**config.mk**
```make
export PLATFORM = sky130hd
export DESIGN_NAME = conv_window_top
export DESIGN_NICKNAME = d
export VERILOG_FILES = /design/src/design/conv_pkg.sv /design/src/design/mac_if.sv /design/src/design/cla_block4.sv /design/src/design/cla_adder.sv /design/src/design/mult_pipe.sv /design/src/design/mac_pe.sv /design/src/design/window_sequencer.sv /design/src/design/requant_stage.sv /design/src/design/conv_window_top.sv
export SDC_FILE = /design/constraint.sdc
export NUM_CORES = 1
export LEC_CHECK = 0
export BUFFER_PORTS_ARGS = -buffer_cell sky130_fd_sc_hd__buf_2
export CORE_UTILIZATION = 40
export CTS_BUF_LIST = sky130_fd_sc_hd__clkbuf_16
export DETAILED_ROUTE_END_ITERATION = 10
export PLACE_DENSITY_LB_ADDON = 0.15
export SLEW_MARGIN = 30
export SYNTH_ARGS = -nofsm -noshare
export SYNTH_HDL_FRONTEND = slang
export SYNTH_SLANG_ARGS = --single-unit
```
**constraint.sdc**
```tcl
create_clock -name clk -period 15.85 [get_ports clk]
set_clock_uncertainty 0.15 [all_clocks]
set_input_delay 1.585 -clock clk [delete_from_list [all_inputs] [get_ports clk]]
set_output_delay 1.585 -clock clk [all_outputs]
set_load 0.03 [all_outputs]
```
**src/design/conv_pkg.sv**
```systemverilog
package conv_pkg;

  // element and product widths
  localparam int DATA_W        = 8;
  localparam int PROD_W        = 16;
  localparam int ACC_W_DEFAULT = 28;

  localparam int TAPS       = 9;   // 3x3 window
  localparam int BIAS_SHIFT = 6;   // bias lines up with the accumulator fraction
  localparam int PIXEL_MAX  = 127;

  // start edge to done edge
  localparam int LATENCY = 19;

  typedef logic signed [DATA_W-1:0] elem_t;
  typedef logic signed [PROD_W-1:0] prod_t;

  // tap 0 sits in the top byte
  typedef logic [TAPS*DATA_W-1:0] window_t;

endpackage

```
**src/design/mac_if.sv**
```systemverilog
`timescale 1ns/100ps

interface mac_if import conv_pkg::*; #(
  parameter int ACC_W = ACC_W_DEFAULT
) ();

  elem_t            feat;
  elem_t            wght;
  logic             en;     // advances the whole PE pipeline
  logic             first;  // marks tap 0 of a window
  logic [ACC_W-1:0] sum;    // running accumulator

  modport source (
    output feat, wght, en, first,
    input  sum
  );

  modport sink (
    input  feat, wght, en, first,
    output sum
  );

endinterface

```
**src/design/cla_block4.sv**
```systemverilog
`timescale 1ns/100ps

module cla_block4 (
  input  logic [3:0] a,
  input  logic [3:0] b,
  input  logic       cin,
  output logic [3:0] s,
  output logic       pg,
  output logic       gg
);

  logic [3:0] p;  // bit propagate
  logic [3:0] g;  // bit generate
  logic [3:0] c;  // carry into each bit

  assign p = a ^ b;
  assign g = a & b;

  // carries inside the slice
  assign c[0] = cin;
  assign c[1] = g[0] | (p[0] & c[0]);
  assign c[2] = g[1] | (p[1] & c[1]);
  assign c[3] = g[2] | (p[2] & c[2]);

  assign s = p ^ c;

  // group terms for the next lookahead level
  assign pg = &p;
  assign gg = g[3]
            | (p[3] & g[2])
            | (p[3] & p[2] & g[1])
            | (p[3] & p[2] & p[1] & g[0]);

endmodule

```
**src/design/cla_adder.sv**
```systemverilog
`timescale 1ns/100ps

module cla_adder #(
  parameter int WIDTH = 28   // multiple of 4
) (
  input  logic [WIDTH-1:0] a,
  input  logic [WIDTH-1:0] b,
  output logic [WIDTH-1:0] s
);

  localparam int NG = WIDTH / 4;  // number of 4-bit groups

  logic [NG-1:0] grp_p;
  logic [NG-1:0] grp_g;
  logic [NG-1:0] grp_c;  // carry into each group

  assign grp_c[0] = 1'b0;  // plain add, carry-in tied off

  for (genvar i = 0; i < NG; i++) begin : g_slice
    cla_block4 u_blk (
      .a   (a[4*i +: 4]),
      .b   (b[4*i +: 4]),
      .cin (grp_c[i]),
      .s   (s[4*i +: 4]),
      .pg  (grp_p[i]),
      .gg  (grp_g[i])
    );

    // group lookahead chain, carry out of the top group is dropped
    if (i < NG - 1) begin : g_carry
      assign grp_c[i+1] = grp_g[i] | (grp_p[i] & grp_c[i]);
    end
  end

endmodule

```
**src/design/mult_pipe.sv**
```systemverilog
`timescale 1ns/100ps

module mult_pipe import conv_pkg::*; (
  input  logic  clk,
  input  logic  en,
  input  elem_t a,
  input  elem_t b,
  input  logic  first_in,
  output prod_t p,
  output logic  first_out
);

  logic [DATA_W-1:0] a_mag;
  logic [DATA_W-1:0] b_mag;
  logic [7:1]        sign_q;    // product sign, stages 1 to 7
  logic [8:1]        first_q;   // first flag, stages 1 to 8

  logic [DATA_W-1:0] pp_q [8];        // gated partial products
  logic [5:0]        lsb2_q [4];
  logic [2:0]        lo_hi2_q [4];    // even pp bits 7:5
  logic [3:0]        hi_hi2_q [4];    // odd pp bits 7:4
  logic [4:0]        msb3 [4];
  logic [9:0]        sum3_q [4];
  logic [7:0]        lsb4_q [2];
  logic [2:0]        lo_hi4_q [2];
  logic [4:0]        hi_hi4_q [2];
  logic [4:0]        msb5 [2];
  logic [11:0]       sum5_q [2];
  logic [9:0]        lsb6_q;
  logic [2:0]        lo_hi6_q;
  logic [6:0]        hi_hi6_q;
  logic [6:0]        msb7;
  logic [15:0]       mag_q;           // unsigned product

  assign a_mag = a[DATA_W-1] ? -a : a;
  assign b_mag = b[DATA_W-1] ? -b : b;

  ////////////////////////////////////////////////////////////////////////////
  // stage 1: partial products on the magnitudes
  always_ff @(posedge clk) begin
    if (en) begin
      for (int i = 0; i < 8; i++) begin
        pp_q[i] <= b_mag[i] ? a_mag : '0;
      end
      sign_q[1]  <= a[DATA_W-1] ^ b[DATA_W-1];
      first_q[1] <= first_in;
    end
  end

  // stage 2: low halves of each pp pair, odd one weighted by 2
  always_ff @(posedge clk) begin
    if (en) begin
      for (int i = 0; i < 4; i++) begin
        lsb2_q[i]   <= 6'(pp_q[2*i][4:0]) + 6'({pp_q[2*i+1][3:0], 1'b0});
        lo_hi2_q[i] <= pp_q[2*i][7:5];
        hi_hi2_q[i] <= pp_q[2*i+1][7:4];
      end
    end
  end

  // stage 3: high halves plus the carry out of stage 2
  always_comb begin
    for (int i = 0; i < 4; i++) begin
      msb3[i] = 5'(lo_hi2_q[i]) + 5'(hi_hi2_q[i]) + 5'(lsb2_q[i][5]);
    end
  end

  always_ff @(posedge clk) begin
    if (en) begin
      for (int i = 0; i < 4; i++) begin
        sum3_q[i] <= {msb3[i], lsb2_q[i][4:0]};
      end
    end
  end

  ////////////////////////////////////////////////////////////////////////////
  // stage 4: pair sums combined at shift 2, low part
  always_ff @(posedge clk) begin
    if (en) begin
      for (int i = 0; i < 2; i++) begin
        lsb4_q[i]   <= 8'(sum3_q[2*i][6:0]) + 8'({sum3_q[2*i+1][4:0], 2'b00});
        lo_hi4_q[i] <= sum3_q[2*i][9:7];
        hi_hi4_q[i] <= sum3_q[2*i+1][9:5];
      end
    end
  end

  // stage 5: high part at shift 2
  always_comb begin
    for (int i = 0; i < 2; i++) begin
      msb5[i] = 5'(lo_hi4_q[i]) + hi_hi4_q[i] + 5'(lsb4_q[i][7]);
    end
  end

  always_ff @(posedge clk) begin
    if (en) begin
      for (int i = 0; i < 2; i++) begin
        sum5_q[i] <= {msb5[i], lsb4_q[i][6:0]};
      end
    end
  end

  // stage 6: final pair at shift 4, low part
  always_ff @(posedge clk) begin
    if (en) begin
      lsb6_q   <= 10'(sum5_q[0][8:0]) + 10'({sum5_q[1][4:0], 4'b0000});
      lo_hi6_q <= sum5_q[0][11:9];
      hi_hi6_q <= sum5_q[1][11:5];
    end
  end

  // stage 7
  assign msb7 = 7'(lo_hi6_q) + hi_hi6_q + 7'(lsb6_q[9]);

  always_ff @(posedge clk) begin
    if (en) begin
      mag_q <= {msb7, lsb6_q[8:0]};
    end
  end

  ////////////////////////////////////////////////////////////////////////////
  // stage 8: put the sign back
  always_ff @(posedge clk) begin
    if (en) begin
      p <= sign_q[7] ? prod_t'(~mag_q + 16'd1) : prod_t'(mag_q);
    end
  end

  // side flags follow the data one stage at a time
  always_ff @(posedge clk) begin
    if (en) begin
      sign_q[7:2]  <= sign_q[6:1];
      first_q[8:2] <= first_q[7:1];
    end
  end

  assign first_out = first_q[8];

endmodule

```
**src/design/mac_pe.sv**
```systemverilog
`timescale 1ns/100ps

module mac_pe import conv_pkg::*; #(
  parameter int ACC_W = ACC_W_DEFAULT
) (
  input logic clk,
  mac_if.sink m
);

  prod_t            prod;
  logic             prod_first;  // first flag lined up with prod
  logic [ACC_W-1:0] acc;
  logic [ACC_W-1:0] acc_base;
  logic [ACC_W-1:0] acc_next;

  mult_pipe u_mult (
    .clk       (clk),
    .en        (m.en),
    .a         (m.feat),
    .b         (m.wght),
    .first_in  (m.first),
    .p         (prod),
    .first_out (prod_first)
  );

  // tap 0 starts a fresh sum
  assign acc_base = prod_first ? '0 : acc;

  cla_adder #(.WIDTH(ACC_W)) u_acc_add (
    .a ({{(ACC_W-PROD_W){prod[PROD_W-1]}}, prod}),
    .b (acc_base),
    .s (acc_next)
  );

  always_ff @(posedge clk) begin
    if (m.en) begin
      acc <= acc_next;
    end
  end

  assign m.sum = acc;

endmodule

```
**src/design/window_sequencer.sv**
```systemverilog
`timescale 1ns/100ps

module window_sequencer import conv_pkg::*; (
  input  logic    clk,
  input  logic    rstn,
  input  logic    start,
  input  window_t feat_win,
  input  window_t wght_win,
  input  elem_t   bias_in,
  mac_if.source   m,
  output elem_t   bias,
  output logic    fire
);

  // count at the edge that raises fire, start edge counted as 0
  localparam int LAST_CNT = LATENCY - 2;

  logic       busy;
  logic [4:0] cnt;
  window_t    feat_sr;
  window_t    wght_sr;

  ////////////////////////////////////////////////////////////////////////////
  // control
  always_ff @(posedge clk) begin
    if (!rstn) begin
      busy    <= 1'b0;
      cnt     <= '0;
      m.en    <= 1'b0;
      m.first <= 1'b0;
      fire    <= 1'b0;
    end else begin
      fire    <= 1'b0;
      m.first <= 1'b0;
      if (!busy) begin
        if (start) begin  // a start while busy falls through and is lost
          busy <= 1'b1;
          cnt  <= '0;
        end
      end else begin
        cnt <= cnt + 5'd1;
        if (cnt == 5'd0) begin
          m.en    <= 1'b1;
          m.first <= 1'b1;  // goes out with tap 0
        end
        if (cnt == 5'(LAST_CNT)) begin
          busy <= 1'b0;
          m.en <= 1'b0;
          fire <= 1'b1;     // accumulator now holds tap 8
        end
      end
    end
  end

  ////////////////////////////////////////////////////////////////////////////
  // window capture and tap shifting
  always_ff @(posedge clk) begin
    if (!busy && start) begin
      feat_sr <= feat_win;
      wght_sr <= wght_win;
      bias    <= bias_in;
    end else if (busy) begin
      m.feat  <= feat_sr[TAPS*DATA_W-1 -: DATA_W];
      m.wght  <= wght_sr[TAPS*DATA_W-1 -: DATA_W];
      feat_sr <= feat_sr << DATA_W;  // zeros follow the last tap
      wght_sr <= wght_sr << DATA_W;
    end
  end

endmodule

```
**src/design/requant_stage.sv**
```systemverilog
`timescale 1ns/100ps

module requant_stage import conv_pkg::*; #(
  parameter int ACC_W = ACC_W_DEFAULT
) (
  input  logic              clk,
  input  logic              rstn,
  input  logic              fire,
  input  logic [ACC_W-1:0]  sum,
  input  elem_t             bias,
  output logic [DATA_W-1:0] pixel,
  output logic [ACC_W-1:0]  mac_sum,
  output logic              done
);

  localparam int EXT_W   = ACC_W - DATA_W - BIAS_SHIFT;
  localparam int PIX_LSB = BIAS_SHIFT;
  localparam int PIX_MSB = BIAS_SHIFT + DATA_W - 2;  // 7 magnitude bits

  logic [ACC_W-1:0]  bias_al;
  logic [ACC_W-1:0]  biased;
  logic              sat;
  logic [DATA_W-1:0] pixel_d;

  assign bias_al = {{EXT_W{bias[DATA_W-1]}}, bias, {BIAS_SHIFT{1'b0}}};

  cla_adder #(.WIDTH(ACC_W)) u_bias_add (
    .a (sum),
    .b (bias_al),
    .s (biased)
  );

  assign sat = |biased[ACC_W-2:PIX_MSB+1];  // too big for 7 bits

  always_comb begin
    if (biased[ACC_W-1]) begin
      pixel_d = '0;                       // negative clamps to zero
    end else if (sat) begin
      pixel_d = DATA_W'(PIXEL_MAX);
    end else begin
      pixel_d = {1'b0, biased[PIX_MSB:PIX_LSB]};
    end
  end

  always_ff @(posedge clk) begin
    if (!rstn) begin
      pixel   <= '0;
      mac_sum <= '0;
      done    <= 1'b0;
    end else begin
      done <= fire;
      if (fire) begin
        pixel   <= pixel_d;
        mac_sum <= sum;
      end
    end
  end

endmodule

```
**src/design/conv_window_top.sv**
```systemverilog
`timescale 1ns/100ps

module conv_window_top import conv_pkg::*; #(
  parameter int ACC_W = ACC_W_DEFAULT
) (
  input  logic              clk,
  input  logic              rstn,
  input  logic              start,
  input  window_t           feat_win,
  input  window_t           wght_win,
  input  elem_t             bias_in,
  output logic [DATA_W-1:0] pixel,
  output logic [ACC_W-1:0]  mac_sum,
  output logic              done
);

  elem_t bias;
  logic  fire;  // window sum complete

  mac_if #(.ACC_W(ACC_W)) u_mac_if ();

  window_sequencer u_seq (
    .clk      (clk),
    .rstn     (rstn),
    .start    (start),
    .feat_win (feat_win),
    .wght_win (wght_win),
    .bias_in  (bias_in),
    .m        (u_mac_if.source),
    .bias     (bias),
    .fire     (fire)
  );

  mac_pe #(.ACC_W(ACC_W)) u_pe (
    .clk (clk),
    .m   (u_mac_if.sink)
  );

  requant_stage #(.ACC_W(ACC_W)) u_requant (
    .clk     (clk),
    .rstn    (rstn),
    .fire    (fire),
    .sum     (u_mac_if.sum),
    .bias    (bias),
    .pixel   (pixel),
    .mac_sum (mac_sum),
    .done    (done)
  );

endmodule

```
## Word-level counts from Yosys, hierarchy flattened

Memory sizes are Yosys's and may differ from the RTL's.
Cells that the tools add are included.

- $add $sub $neg: 25
- Eq/ne operators: 1
- Mux-type cells: 29
- Bitwise operators: 222
- Reduce and logical (&&, ||, !) cells: 19

Operators by type and width:

| cell | count |
|---|---|
| 72-bit two-way mux | 4 |
| 4-bit XOR | 26 |
| 1-bit bitwise AND | 101 |
| 8-bit two-way mux | 11 |
| 1-bit OR | 79 |
| 4-bit bitwise AND | 11 |
| 4-bit AND reduction | 9 |
| 5-bit by 1-bit adder with 5-bit output | 6 |
| 28-bit two-way mux | 1 |
| 5-bit by 5-bit adder with 6-bit output | 4 |
| 3-bit by 4-bit adder with 5-bit output | 4 |
| 16-bit by 1-bit adder with 16-bit output, second input constant | 1 |
| 7-bit by 7-bit adder with 8-bit output | 2 |
| 16-bit two-way mux | 1 |
| 8-bit negator | 2 |
| 16-bit NOT | 1 |
| 14-bit OR reduction | 1 |
| 3-bit by 5-bit adder with 5-bit output | 2 |
| 9-bit by 9-bit adder with 10-bit output | 1 |
| 5-bit two-way mux | 2 |
| 1-bit two-way mux | 9 |
| 3-bit by 7-bit adder with 7-bit output | 1 |
| 7-bit by 1-bit adder with 7-bit output | 1 |
| 7-bit two-way mux | 1 |
| 10 further kinds | 15 |

- Bits in registers: 309
- Memory bits (writable): 212
- Input bits: 155
- Logic and storage cells: 328
- Memories: 9

Memory list:

| memory | words | bits a word | read ports | clocked after Yosys merged registers in | write ports | RTL line | source |
|---|---|---|---|---|---|---|---|
| u_pe.u_mult.pp_q | 8 | 8 | 8 | 0 | 8 | mult_pipe.sv:18 | `logic [DATA_W-1:0] pp_q [8];` |
| u_pe.u_mult.sum3_q | 4 | 10 | 4 | 0 | 4 | mult_pipe.sv:23 | `logic [9:0] sum3_q [4];` |
| u_pe.u_mult.lsb2_q | 4 | 6 | 4 | 0 | 4 | mult_pipe.sv:19 | `logic [5:0] lsb2_q [4];` |
| u_pe.u_mult.sum5_q | 2 | 12 | 2 | 0 | 2 | mult_pipe.sv:28 | `logic [11:0] sum5_q [2];` |
| u_pe.u_mult.hi_hi2_q | 4 | 4 | 4 | 0 | 4 | mult_pipe.sv:21 | `logic [3:0] hi_hi2_q [4];` |
| u_pe.u_mult.lsb4_q | 2 | 8 | 2 | 0 | 2 | mult_pipe.sv:24 | `logic [7:0] lsb4_q [2];` |
| +3 memories | -- | -- | -- | -- | -- | -- |  |

## Logic depth before layout (Yosys ltp)

Gate-level depths: netlist (run 1).

- Word-level depth: 23
- Mapped depth: 17
- Mapped depth without buffers: 17

## Modules after synthesis

From an unflattened synthesis (run 1), not the netlist that was laid out.

- Cells, all modules: 1,739
- Area, all modules: 23,261.1 um^2

By module, submodules not included:

| module | instances | cells an instance | area an instance (um^2) |
|---|---|---|---|
| mult_pipe | 1 | 637 | 11,145.7 |
| window_sequencer | 1 | 643 | 7,176.9 |
| requant_stage | 1 | 118 | 1,396.3 |
| cla_block4 at u_pe.u_acc_add.g_slice[0].u_blk ... | 7 | 18 | 165.2 |
| cla_block4 at u_pe.u_acc_add.g_slice[5].u_blk ... | 7 | 19 | 163.9 |
| mac_pe | 1 | 58 | 1,058.5 |
| cla_adder | 2 | 12 | 90.1 |

## Worst setup path before layout (run 1)

No wires, ideal clock.

- Kind: flip-flop to flip-flop
- Start point: register u_seq.m.en
- End point: register u_pe.acc[0], in the netlist u_pe.m.sum[0] (enable)
- Library setup time: 0.701 ns
- Data arrival time: 7.036 ns
- Required time: 14.999 ns
- Slack: 7.963 ns
- Stages on the path, launching flop included: 1
- Buffers on the path: 0
- Clock period less this slack: 7.887 ns
- Cells stage by stage: dfxtp_1

RTL lines:

| what | RTL line | source |
|---|---|---|
| start, declared | mac_if.sv:14 | `output feat, wght, en, first,` |
| start signal, assigned | window_sequencer.sv:29 | `m.en <= 1'b0;` |
| start signal, assigned | window_sequencer.sv:43 | `m.en <= 1'b1;` |
| start signal, assigned | window_sequencer.sv:48 | `m.en <= 1'b0;` |
| end signal, assigned | mac_pe.sv:37 | `acc <= acc_next;` |
| end, declared | mac_pe.sv:12 | `logic [ACC_W-1:0] acc;` |

No word-level cell between the ends.

## Final worst setup path (run 1)

- Start point: register u_pe.u_mult.first_q, in the netlist u_pe.u_mult.first_out
- End point: register u_pe.acc[27], in the netlist u_pe.m.sum[27], data pin

- Cells in the longest elaborated chain, start to end: 23
- Elaborated cells between the ends (all ways): 85

Ends and longest elaborated chain:

| what | RTL line | source |
|---|---|---|
| start, declared | mult_pipe.sv:16 | `logic [8:1] first_q;` |
| 28-bit two-way mux * | mac_pe.sv:27 | `assign acc_base = prod_first ? '0 : acc;` |
| 4-bit XOR or 4-bit bitwise AND (tied branches) | cla_block4.sv:16, cla_block4.sv:17 |  |
| 1-bit bitwise AND, on equally long branches | cla_block4.sv:30, cla_block4.sv:31, cla_block4.sv:32 |  |
| 1-bit OR, or another cell as far along | cla_block4.sv:30 | `\| (p[3] & g[2])` |
| 1-bit OR or 1-bit bitwise AND (tied branches) | cla_block4.sv:31, cla_block4.sv:32 |  |
| 1-bit OR | cla_block4.sv:32 | `\| (p[3] & p[2] & p[1] & g[0]);` |
| 1-bit bitwise AND | cla_adder.sv:31 | `assign grp_c[i+1] = grp_g[i] \| (grp_p[i] & grp_c[i]);` |
| 1-bit OR | cla_adder.sv:31 |  |
| [... 8 more ...] | -- |  |
| 1-bit bitwise AND | cla_block4.sv:21 | `assign c[1] = g[0] \| (p[0] & c[0]);` |
| 1-bit OR | cla_block4.sv:21 |  |
| 1-bit bitwise AND | cla_block4.sv:22 | `assign c[2] = g[1] \| (p[1] & c[1]);` |
| 1-bit OR | cla_block4.sv:22 |  |
| 1-bit bitwise AND | cla_block4.sv:23 | `assign c[3] = g[2] \| (p[2] & c[2]);` |
| 1-bit OR | cla_block4.sv:23 |  |
| 4-bit XOR * | cla_block4.sv:25 | `assign s = p ^ c;` |
| via u_pe.acc_next[27] | mac_pe.sv:14 | `logic [ACC_W-1:0] acc_next;` |

Mark *: on every way through the listed nets, which the timed path passes. The rest lies on a longest branch.
A chain may end at the register's enable or synchronous reset.

==> results of run 1 <==
## per-stage QoR
step / total power [mW] / utilization, % / worst slack (ns) / hold slack, ns / instance area [µm²]
finish: 3.527 / 47.35 / 11.23 / 0.2554 / 26140
global route: 3.717 / 47.35 / 10.91 / 0.2611 / 26140
CTS: 3.594 / 47.26 / 11.15 / 0.2463 / 26090
detailed placement: 2.309 / 44.00 / 11.16 / 0.2442 / 24290
global placement: 2.292 / 43.94 / 11.21 / 0.2421 / 24260
floorplan: 2.177 / - / 7.963 / 0.2355 / 22430
## placed cells by master (no fill, tap or decap), types with 6 or more instances in the layout
master / netlist / routed
fa_1: 57 / 57
ha_1: 92 / 92
nor2_1: 112 / 112
a21o_1: 27 / 27
clkinv_2: 0 / 8
clkinv_1: 3 / 21
a21oi_1: 49 / 49
xor2_1: 27 / 24
nor2b_1: 38 / 37
inv_1: 103 / 110
buf_2: 17 / 190
mux2_2: 128 / 128
clkbuf_16: 0 / 57
dfxtp_1: 45 / 43
buf_6: 0 / 6
o21ai_0: 29 / 29
nand2_1: 28 / 28
and2_1: 19 / 19
nand2b_1: 18 / 18
mux2i_1: 31 / 29
xnor2_1: 49 / 48
o31ai_1: 6 / 6
edfxtp_1: 475 / 475
nand3_1: 6 / 6
## cell families (layout without fill, tap and decap cells)
family                   after synthesis  after routing  share of synthesized area [%]
AO/OA/AOI/OAI                        125            125                          3.465
XOR/XNOR                              76             76                          2.968
buffers and inverters                139            408                          2.438
other                                  1              5                        0.01672
AND/OR/NAND/NOR                      250            250                          5.457
multiplexers                         159            159                          7.811
adder cells (fa/ha/maj)              149            149                          10.22
flip-flops                           520            520                          67.62
## area by class of cell
class                           count  area, µm²
Fill cell                        4892      29060
Sequential cell                   520      15170
Multi-Input combinational cell    760       6759
Clock buffer                       57       1426
Timing Repair Buffer              201       1064
Tap cell                          748      935.9
Inverter                          106      402.9
Clock inverter                     44      371.6
Antenna cell                        4      10.01
## flip-flops by register name (all words and copies together) (netlist names), 24 cells and up
register and count:
u_seq.feat_sr 72, u_pe.u_mult.sum3_q 40, u_pe.u_mult.lsb2_q 24, u_pe.u_mult.sum5_q 24
u_pe.m.sum 28, u_seq.wght_sr 72, u_pe.u_mult.pp_q 64, u_requant.mac_sum 28
## worst paths after layout
| check | from | to | slack [ns] | cells past startpoint |
|---|---|---|---|---|
| hold / removal | u_seq.m.first | u_pe.u_mult.first_q[1] | 0.26 | 0 |
| setup reg to reg | u_pe.u_mult.first_out | u_pe.m.sum[27] | 11.23 | 14 |
| hold reg to reg | u_seq.m.first | u_pe.u_mult.first_q[1] | 0.26 | 0 |
| setup / recovery | u_pe.u_mult.first_out | u_pe.m.sum[27] | 11.23 | 14 |
## power breakdown
| part | switching (mW) | internal, mW |
|---|---|---|
| combinational | 0.248 | 0.209 |
| clock | 0.526 | 0.733 |
| sequential | 0.0798 | 1.73 |
| total | 0.854 | 2.67 |
## layer usage
metal  up-vias  wire length (µm)  global-route usage (%)
li1       5586                 -                       -
met1      5514             14960                   15.56
met2       214             19010                   23.48
met3        79              2239                   4.122
met4        12              1096                   5.458
met5         -                69                       0
==> results.toml, run 1 <==
[setup_path]
crit_chain = "nand2b_1 > inv_1 > ha_1 > a21o_1 > a21oi_1 > o2bb2ai_1 > a31oi_1 > a21oi_1 > a221o_1 > fa_1 > fa_1 > fa_1 > xnor2_1 > xnor2_1"
startpoint_type = "flip-flop"
cp.arrival_ns = 4.83
path_max_fanout = 28
path_class = "reg -> reg"
critPathTopFamily = "adder cells"
critical-path-slowest-cell = "edfxtp_1"
max_stage_delay_ns = 0.94
required_ns = 16.06
end_kind = "flip-flop"
critical_path_buf_inv_count = 1
crit_top_cell = "fa_1"

[power]
peakVddDrop_v = 0.0001140
powerDensity_nw_per_um2 = 134.9
leakage_nw = 10.12

[clocking]
postCtsSetupBuffers = 0
clock_path_buffers = 3
holdBufCountCts = 0
clk_pin_slew_ns = 0.06
htree_levels = 2
cts_resized = 0
tritoncts = "yes"
cts_sinks = 520
insertion_delay_ns = 0.62
cts-buffers-inserted = 57
ctsRootBufferMaster = "clkbuf_16"

[global_routing]
grt_max_degree = 82
antenna_found_initial = 11
grt_pass1_vias = 11910
grtUsageTotal_pct = 13.55
grt_overflow = 0
grt_pass1_wl_um = 60810

[timing]
post-route-period-util_pct = 29.12
tightest_slew_ns = 0.9067
rsz0062_at_grt = "no"
maxSlewHeadroom_pct = 39.35
slew_violations = 0
setup_viol = 0
period_needed_ns = 4.616
hold_viol_final = 0
timing.setup.tns_ns = 0
fmax_ghz = 0.2166

[job]
cap_violations = 0

[yosys]
synth_area_um2 = 22430
synth_area_leaders = "edfxtp_1 (64%), mux2_2 (6.4%), ha_1 (5.1%)"
syn_avg_cell_area_um2 = 15.80
synth-edff-count = 475
yosys.area.top_type = "edfxtp_1"
ys_warn_count = 0
synth-seq-cells = 520
synthCells = 1419
yosysMostFrequentCell = "edfxtp_1"
synth_top_area_share_pct = 63.61
synth.distinct_cells = 51
synthFlopType = "edfxtp_1"
ys_seq_area_share_pct = 67.62
async_flop_share_pct = 0
synth_commonest_cells = "edfxtp_1 (475), mux2_2 (128), nor2_1 (112), inv_1 (103), ha_1 (92)"
syn-num-nets = 1723

[floorplanning]
start_util_pct = 40.63
coreArea_um2 = 55200
dieWidth_um = 238.8
rows = 86
die_h_um = 238.8
io_pins = 192
dieArea_um2 = 57010

[drt]
route.detailed.drc = 0
drt-total-wl_um = 37380
dr.first_iter.drc_count = 564
drt_pass1_iterations = 4
wire_per_inst_um = 15.32
vias_per_cell = 4.674
antenna_left = 0
num_vias = 11410

[finish]
layout-drive-gt1-share_pct = 24.82
area_delta_synth_final_pct = 16.56
fin_cells = 2440
nets = 1950

[placement]
dp.cells = 2334
dp_hpwl_um = 25120
place.gp.congestion = 0.7670
portBuffers = 190

[run_status]
status = "finished clean"

[worst_hold_path]
worst_hold_path_type = "reg -> reg"
Note: power is estimated with default switching activity, not from simulation.
==> inputs of run 2 (changes only) <==
--- a/config.mk
+++ b/config.mk
@@ -5,6 +5,7 @@
 export SDC_FILE = /design/constraint.sdc
 export NUM_CORES = 1
 export LEC_CHECK = 0
+export ABC_AREA = 1
 export BUFFER_PORTS_ARGS = -buffer_cell sky130_fd_sc_hd__buf_2
 export CORE_UTILIZATION = 40
 export CTS_BUF_LIST = sky130_fd_sc_hd__clkbuf_16
==> constraint.sdc (replaced) <==
create_clock -name clk -period 4.1 [get_ports clk]
set_clock_uncertainty 0.15 [all_clocks]
set_input_delay 0.41 -clock clk [delete_from_list [all_inputs] [get_ports clk]]
set_output_delay 0.41 -clock clk [all_outputs]
set_load 0.03 [all_outputs]
==> run 2 against run 1 <==
Compared with the run above: power rose to 3.7 times the previous value; flip-flop and latch count unchanged; routed wire length up 14%; critical endpoint is now u_requant.pixel[2]; combinational power rose to 3.1 times the previous value; cell count up 24%; setup slack worse by 11 ns; non-clock buffer count up 163; largest power group unchanged; synthesized area up 1.2%.
==> results.toml, run 2 <==
[power]
leakage_nw = 11.99
powerDensity_nw_per_um2 = 466.5
peakVddDrop_v = 0.0003613

[placement]
place_area_um2 = 24540
dp_slack_ns = -0.01212
dp_hpwl_um = 27530
place.gp.congestion = 0.7652
portBuffers = 190

[yosys]
synthFlopType = "edfxtp_1"
synth_area_um2 = 22680
ys_seq_area_share_pct = 66.85
synthCells = 1850
syn-num-nets = 2154
synth-edff-count = 475
synth_area_leaders = "edfxtp_1 (63%), nand2_1 (8.3%), ha_1 (5.1%)"
synth-seq-cells = 520
synth_top_area_share_pct = 62.88
async_flop_share_pct = 0
synth_commonest_cells = "nand2_1 (504), edfxtp_1 (475), inv_1 (195), nor2_1 (136), ha_1 (92)"
syn_avg_cell_area_um2 = 12.26
yosys.area.top_type = "edfxtp_1"
yosysMostFrequentCell = "nand2_1"
synth.distinct_cells = 39
ys_warn_count = 0

[floorplanning]
dieArea_um2 = 57670
io_pins = 192
die_h_um = 240.1
start_util_pct = 40.86
coreArea_um2 = 55520
dieWidth_um = 240.1
rows = 86

[global_routing]
antenna_found_initial = 1
grt_pass1_wl_um = 69080
grt_max_degree = 148
grt_overflow = 0
grt_pass1_vias = 14310
grtUsageTotal_pct = 15.11

[timing]
layout_setup_ws_ns = 0.1741
fmax_ghz = 0.2547
tightest_slew_ns = 0.9423
setup_viol = 0
hold_viol_final = 0
period_needed_ns = 3.926
post-route-period-util_pct = 95.75
slew_violations = 0
rsz0062_at_grt = "no"
maxSlewHeadroom_pct = 36.76

[drt]
antenna_left = 0
num_vias = 13860
wire_per_inst_um = 14.16
route.detailed.drc = 0
drt-total-wl_um = 42730
dr.first_iter.drc_count = 739
drt_pass1_iterations = 5
vias_per_cell = 4.592

[setup_path]
cp.arrival_ns = 4.24
end_kind = "flip-flop"
max_stage_delay_ns = 0.45
path_class = "reg -> reg"
critical-path-slowest-cell = "fa_1"
rrSetupSlack_ns = 0.17
path_max_fanout = 7
crit_chain = "ha_1 > inv_1 > fa_2 > inv_1 > nand4_1 > nand4_1 > nand3b_1 > nand2_1 > nand2_1 > nand2_1 > a21oi_2 > fa_1 > inv_1 > fa_1 > fa_1 > nor4_2 > nand4_1 > buf_4 > o21ai_0 > a21oi_1"
startpoint_type = "flip-flop"
required_ns = 4.42

[finish]
fillers = 4886
register_area_um2 = 15170
layout_commonest_cell = "nand2_1"
layout-drive-gt1-share_pct = 14.72
area_delta_synth_final_pct = 23.50
final_cell_area_um2 = 28020
multi_input_area_um2 = 6558
reg.largest.list = "u_seq.feat_sr x72, u_seq.wght_sr x72, u_pe.u_mult.pp_q x64"
nets = 2526
final_cell_mix = "nand2_1 (503), edfxtp_1 (475), inv_1 (199)"

[clocking]
clk_pin_slew_ns = 0.06
clock_path_buffers = 3
htree_levels = 2
tritoncts = "yes"
cts-buffers-inserted = 56
cts_sinks = 520
insertion_delay_ns = 0.62
ctsRootBufferMaster = "clkbuf_16"

[job]
cap_violations = 0

[run_status]
status = "finished clean"

[worst_hold_path]
worst_hold_path_type = "in -> reg"
## run 2: changes by cell type in the layout (fill, tap and decap cells not counted), sizes merged, moves of 31 or more
cell	before	now
nor2b	38	0
nand2	28	516
inv	112	210
nand3	6	42
mux2i	31	0
mux2	128	0
dlygate4sd3	0	153
## run 2: worst paths after layout
path | cells after the start | startpoint | to
setup / recovery | 20 | u_pe.m.sum[6] | u_requant.pixel[2]
hold / removal | 3 | rstn | u_requant.done
setup reg to reg | 20 | u_pe.m.sum[6] | u_requant.pixel[2]
hold reg to reg | 0 | u_seq.m.first | u_pe.u_mult.first_q[1]
## run 2: logic make-up (layout without fill, tap and decap cells)
family,count (synthesis),after routing,synth area share (%)
AO/OA/AOI/OAI,137,137,3.304
XOR/XNOR,65,65,2.510
adder cells (fa/ha/maj),149,149,10.10
buffers and inverters,252,671,4.368
flip-flops,520,520,66.85
other,1,2,0.01653
AND/OR/NAND/NOR,726,726,12.85
## run 2: cell type report
cell class	instances	area share [%]
multi-input cells	1078	23.41
clock inverters	49	1.652
flip-flops and latches	520	54.14
well taps	748	3.341
clock buffers	56	5.002
inverters	202	2.742
repair buffers	364	9.705
diodes	1	0.008932
## run 2: worst max-delay path, delay by kind of cell (launching register included)
family                     cells  cell delay [ns]
buffers and inverters          4             0.35
AOI/OAI and AO/OA              3             0.42
DFF                            1             0.43
and+or+nand+nor                8             1.01
adders and majority gates      5             1.42
## run 2: where the power goes
group	switching (mW)	internal, mW	total [mW]	leakage, nW
logic	0.827	0.581	1.41	6.07
clock network	2.08	3.00	5.08	0.944
registers	0.187	6.40	6.59	4.97
## run 2: stage by stage
stage                     util, %  std cells  setup TNS [ns]  hold slack [ns]  power, mW
after floorplan                 -       1850               0           0.2355      7.561
after global placement      44.19       2752               0           0.2376      7.936
after detailed placement    44.20       2752        -0.01212           0.2387      7.994
after CTS                   50.33       3011               0           0.1540      13.24
after global routing        50.46       3018               0           0.2046      13.67
final                       50.46       3018               0           0.1871      13.07
## run 2: what timing repair did
| item | CTS | global route |
|---|---|---|
| buffers inserted | 1 | 6 |
| pin swaps | 1 | 3 |
| endpoints found under the hold margin | 153 | 0 |
| hold buffers | 153 | 0 |
| setup endpoints to repair | 2 | 8 |
| gates resized for setup | 0 | 10 |
## run 2: routing by layer
| layer | vias to the layer above | GRT usage, % | part of all wire [%] |
|---|---|---|---|
| li1 | 6928 | - | - |
| met1 | 6579 | 17.12 | 41 |
| met2 | 267 | 27.76 | 52 |
| met3 | 85 | 2.744 | 4.0 |
| met4 | 0 | 6.292 | 3.1 |
| met5 | - | 0 | 0 |
==> inputs of run 3 (changes only) <==
--- a/config.mk
+++ b/config.mk
@@ -5,8 +5,10 @@
 export SDC_FILE = /design/constraint.sdc
 export NUM_CORES = 1
 export LEC_CHECK = 0
-export ABC_AREA = 1
+export ABC_AREA = 0
 export BUFFER_PORTS_ARGS = -buffer_cell sky130_fd_sc_hd__buf_2
+export CELL_PAD_IN_SITES_DETAIL_PLACEMENT = 1
+export CELL_PAD_IN_SITES_GLOBAL_PLACEMENT = 2
 export CORE_UTILIZATION = 40
 export CTS_BUF_LIST = sky130_fd_sc_hd__clkbuf_16
 export DETAILED_ROUTE_END_ITERATION = 10
==> run 3 against run 2 <==
Compared with the run above: utilization up 0.63 points; via count down 9.8%; final area up 0.67%; hold slack better by 0.079 ns; first-iteration DRC count down 33%; critical path type unchanged; largest cell class unchanged.
==> results.toml, run 3 (synthesis gave the netlist of run 1 again) <==
[run_status]
status = "finished clean"

[timing]
slew_violations = 0
whs_ns = 0.2661
post-route-period-util_pct = 94.90
maxSlewHeadroom_pct = 31.73
tightest_slew_ns = 1.021
period_needed_ns = 3.891
hold_viol_final = 0
fmax_ghz = 0.2570
setup_viol = 0
rsz0062_at_grt = "yes"

[worst_hold_path]
holdPathStages = 0
worst_hold_path_type = "reg -> reg"

[drt]
num_vias = 12490
route.detailed.drc = 0
vias_per_cell = 4.736
drt-total-wl_um = 44740
drt_pass1_iterations = 4
wire_per_inst_um = 16.96
dr.first_iter.drc_count = 492
antenna_left = 0

[setup_path]
startpoint_type = "flip-flop"
crit_top_cell = "fa_2"
path_max_fanout = 7
critical-path-slowest-cell = "edfxtp_1"
path_class = "reg -> reg"
cp.arrival_ns = 4.20
critical_path_buf_inv_count = 3
cp.depth = 19
end_kind = "flip-flop"
r2r_cells = 19
max_stage_delay_ns = 0.39
crit_chain = "ha_2 > inv_2 > fa_2 > nor2b_2 > nor3_2 > o21bai_1 > a21o_1 > a21o_1 > buf_4 > a21o_1 > fa_2 > fa_2 > fa_2 > xor2_1 > nor2_1 > nand4_1 > buf_6 > o21ai_1 > a21oi_1"
critPathTopFamily = "adder cells"
required_ns = 4.41

[power]
total_power_mw = 14.16
leakage_nw = 11.04
peakVddDrop_v = 0.0003200
powerDensity_nw_per_um2 = 501.9

[finish]
layout_commonest_cell = "edfxtp_1"
fin_cells = 2638
reg.largest.list = "u_seq.feat_sr x72, u_seq.wght_sr x72, u_pe.u_mult.pp_q x64"
nets = 2150
layout-drive-gt1-share_pct = 26.63
final_cell_mix = "edfxtp_1 (475), buf_2 (190), dlygate4sd3_1 (154)"
area_delta_synth_final_pct = 25.77

[clocking]
tritoncts = "yes"
cts_sinks = 520
htree_levels = 2
clk_pin_slew_ns = 0.06
ctsRootBufferMaster = "clkbuf_16"
cts-buffers-inserted = 58
clock_path_buffers = 3
insertion_delay_ns = 0.61

[job]
cap_violations = 0

[global_routing]
grt_max_degree = 100
antenna_found_initial = 1
grt_overflow = 0
grt_pass1_wl_um = 71930
grt_pass1_vias = 13810
grtUsageTotal_pct = 16.04

[placement]
portBuffers = 190
dp.cells = 2377
dp_hpwl_um = 29370
place.gp.congestion = 0.7711

[floorplanning]
dieWidth_um = 238.8
io_pins = 192
dieArea_um2 = 57010
start_util_pct = 40.63
die_h_um = 238.8
rows = 86
coreArea_um2 = 55200
run 3: per-stage QoR:
| step | setup TNS [ns] | setup slack [ns] | utilization [%] | instance area [µm²] |
|---|---|---|---|---|
| detailed placement | -1.117 | -0.1574 | 44.72 | 24680 |
| CTS | 0 | 0.007191 | 50.89 | 28090 |
| global placement | -0.7911 | -0.1182 | 44.64 | 24640 |
| floorplan | 0 | 0.008110 | - | 22440 |
| global route | -0.2445 | -0.05407 | 51.09 | 28200 |
| finish | 0 | 0.2089 | 51.09 | 28200 |
run 3: layout make-up:
class / count / area (µm²)
inverters: 106 / 401.6
repair buffers: 400 / 2979
well taps: 748 / 935.9
fillers: 5373 / 27000
clock inverters: 44 / 346.6
diodes: 1 / 2.502
multi-input cells: 760 / 6892
clock buffers: 59 / 1476
flip-flops and latches: 520 / 15170
run 3: timing repair:
item,CTS,global route
pin swaps,5,13
hold endpoints to repair,155,0
buffers inserted,2,1
gates resized for setup,11,34
gates cloned,0,0
endpoints found under the setup margin,8,12
hold buffers,154,0
run 3: report_power, final:
part / switching [mW] / internal, mW / total [mW]
combinational: 1.11 / 1.04 / 2.16
sequential: 0.297 / 6.69 / 6.99
clock: 2.06 / 2.96 / 5.01
run 3: worst paths after layout:
| check | slack (ns) | endpoint | startpoint |
|---|---|---|---|
| worst min-delay path | 0.27 | u_pe.u_mult.sign_q[6] | u_pe.u_mult.sign_q[5] |
| worst min register to register | 0.27 | u_pe.u_mult.sign_q[6] | u_pe.u_mult.sign_q[5] |
| worst max-delay path | 0.21 | u_requant.pixel[6] | u_pe.m.sum[6] |
| worst max register to register | 0.21 | u_requant.pixel[6] | u_pe.m.sum[6] |
run 3: worst register-to-register path, stage by stage, from the launching register on:
cell and delay, ns:
edfxtp_1 0.39, ha_2 0.19, inv_2 0.06, fa_2 0.22, nor2b_2 0.05, nor3_2 0.11, o21bai_1 0.09, a21o_1 0.18
a21o_1 0.22, buf_4 0.15, a21o_1 0.16, fa_2 0.36, fa_2 0.36, fa_2 0.34, xor2_1 0.17, nor2_1 0.11
nand4_1 0.11, buf_6 0.16, o21ai_1 0.13, a21oi_1 0.08
run 3: layer usage:
metal / up-vias / GRT usage, % / share of wire, %
li1: 5973 / - / -
met1: 6235 / 18.49 / 40
met2: 212 / 29.53 / 53
met3: 74 / 3.095 / 3.9
met4: 0 / 5.517 / 2.4
met5: - / 0 / 0
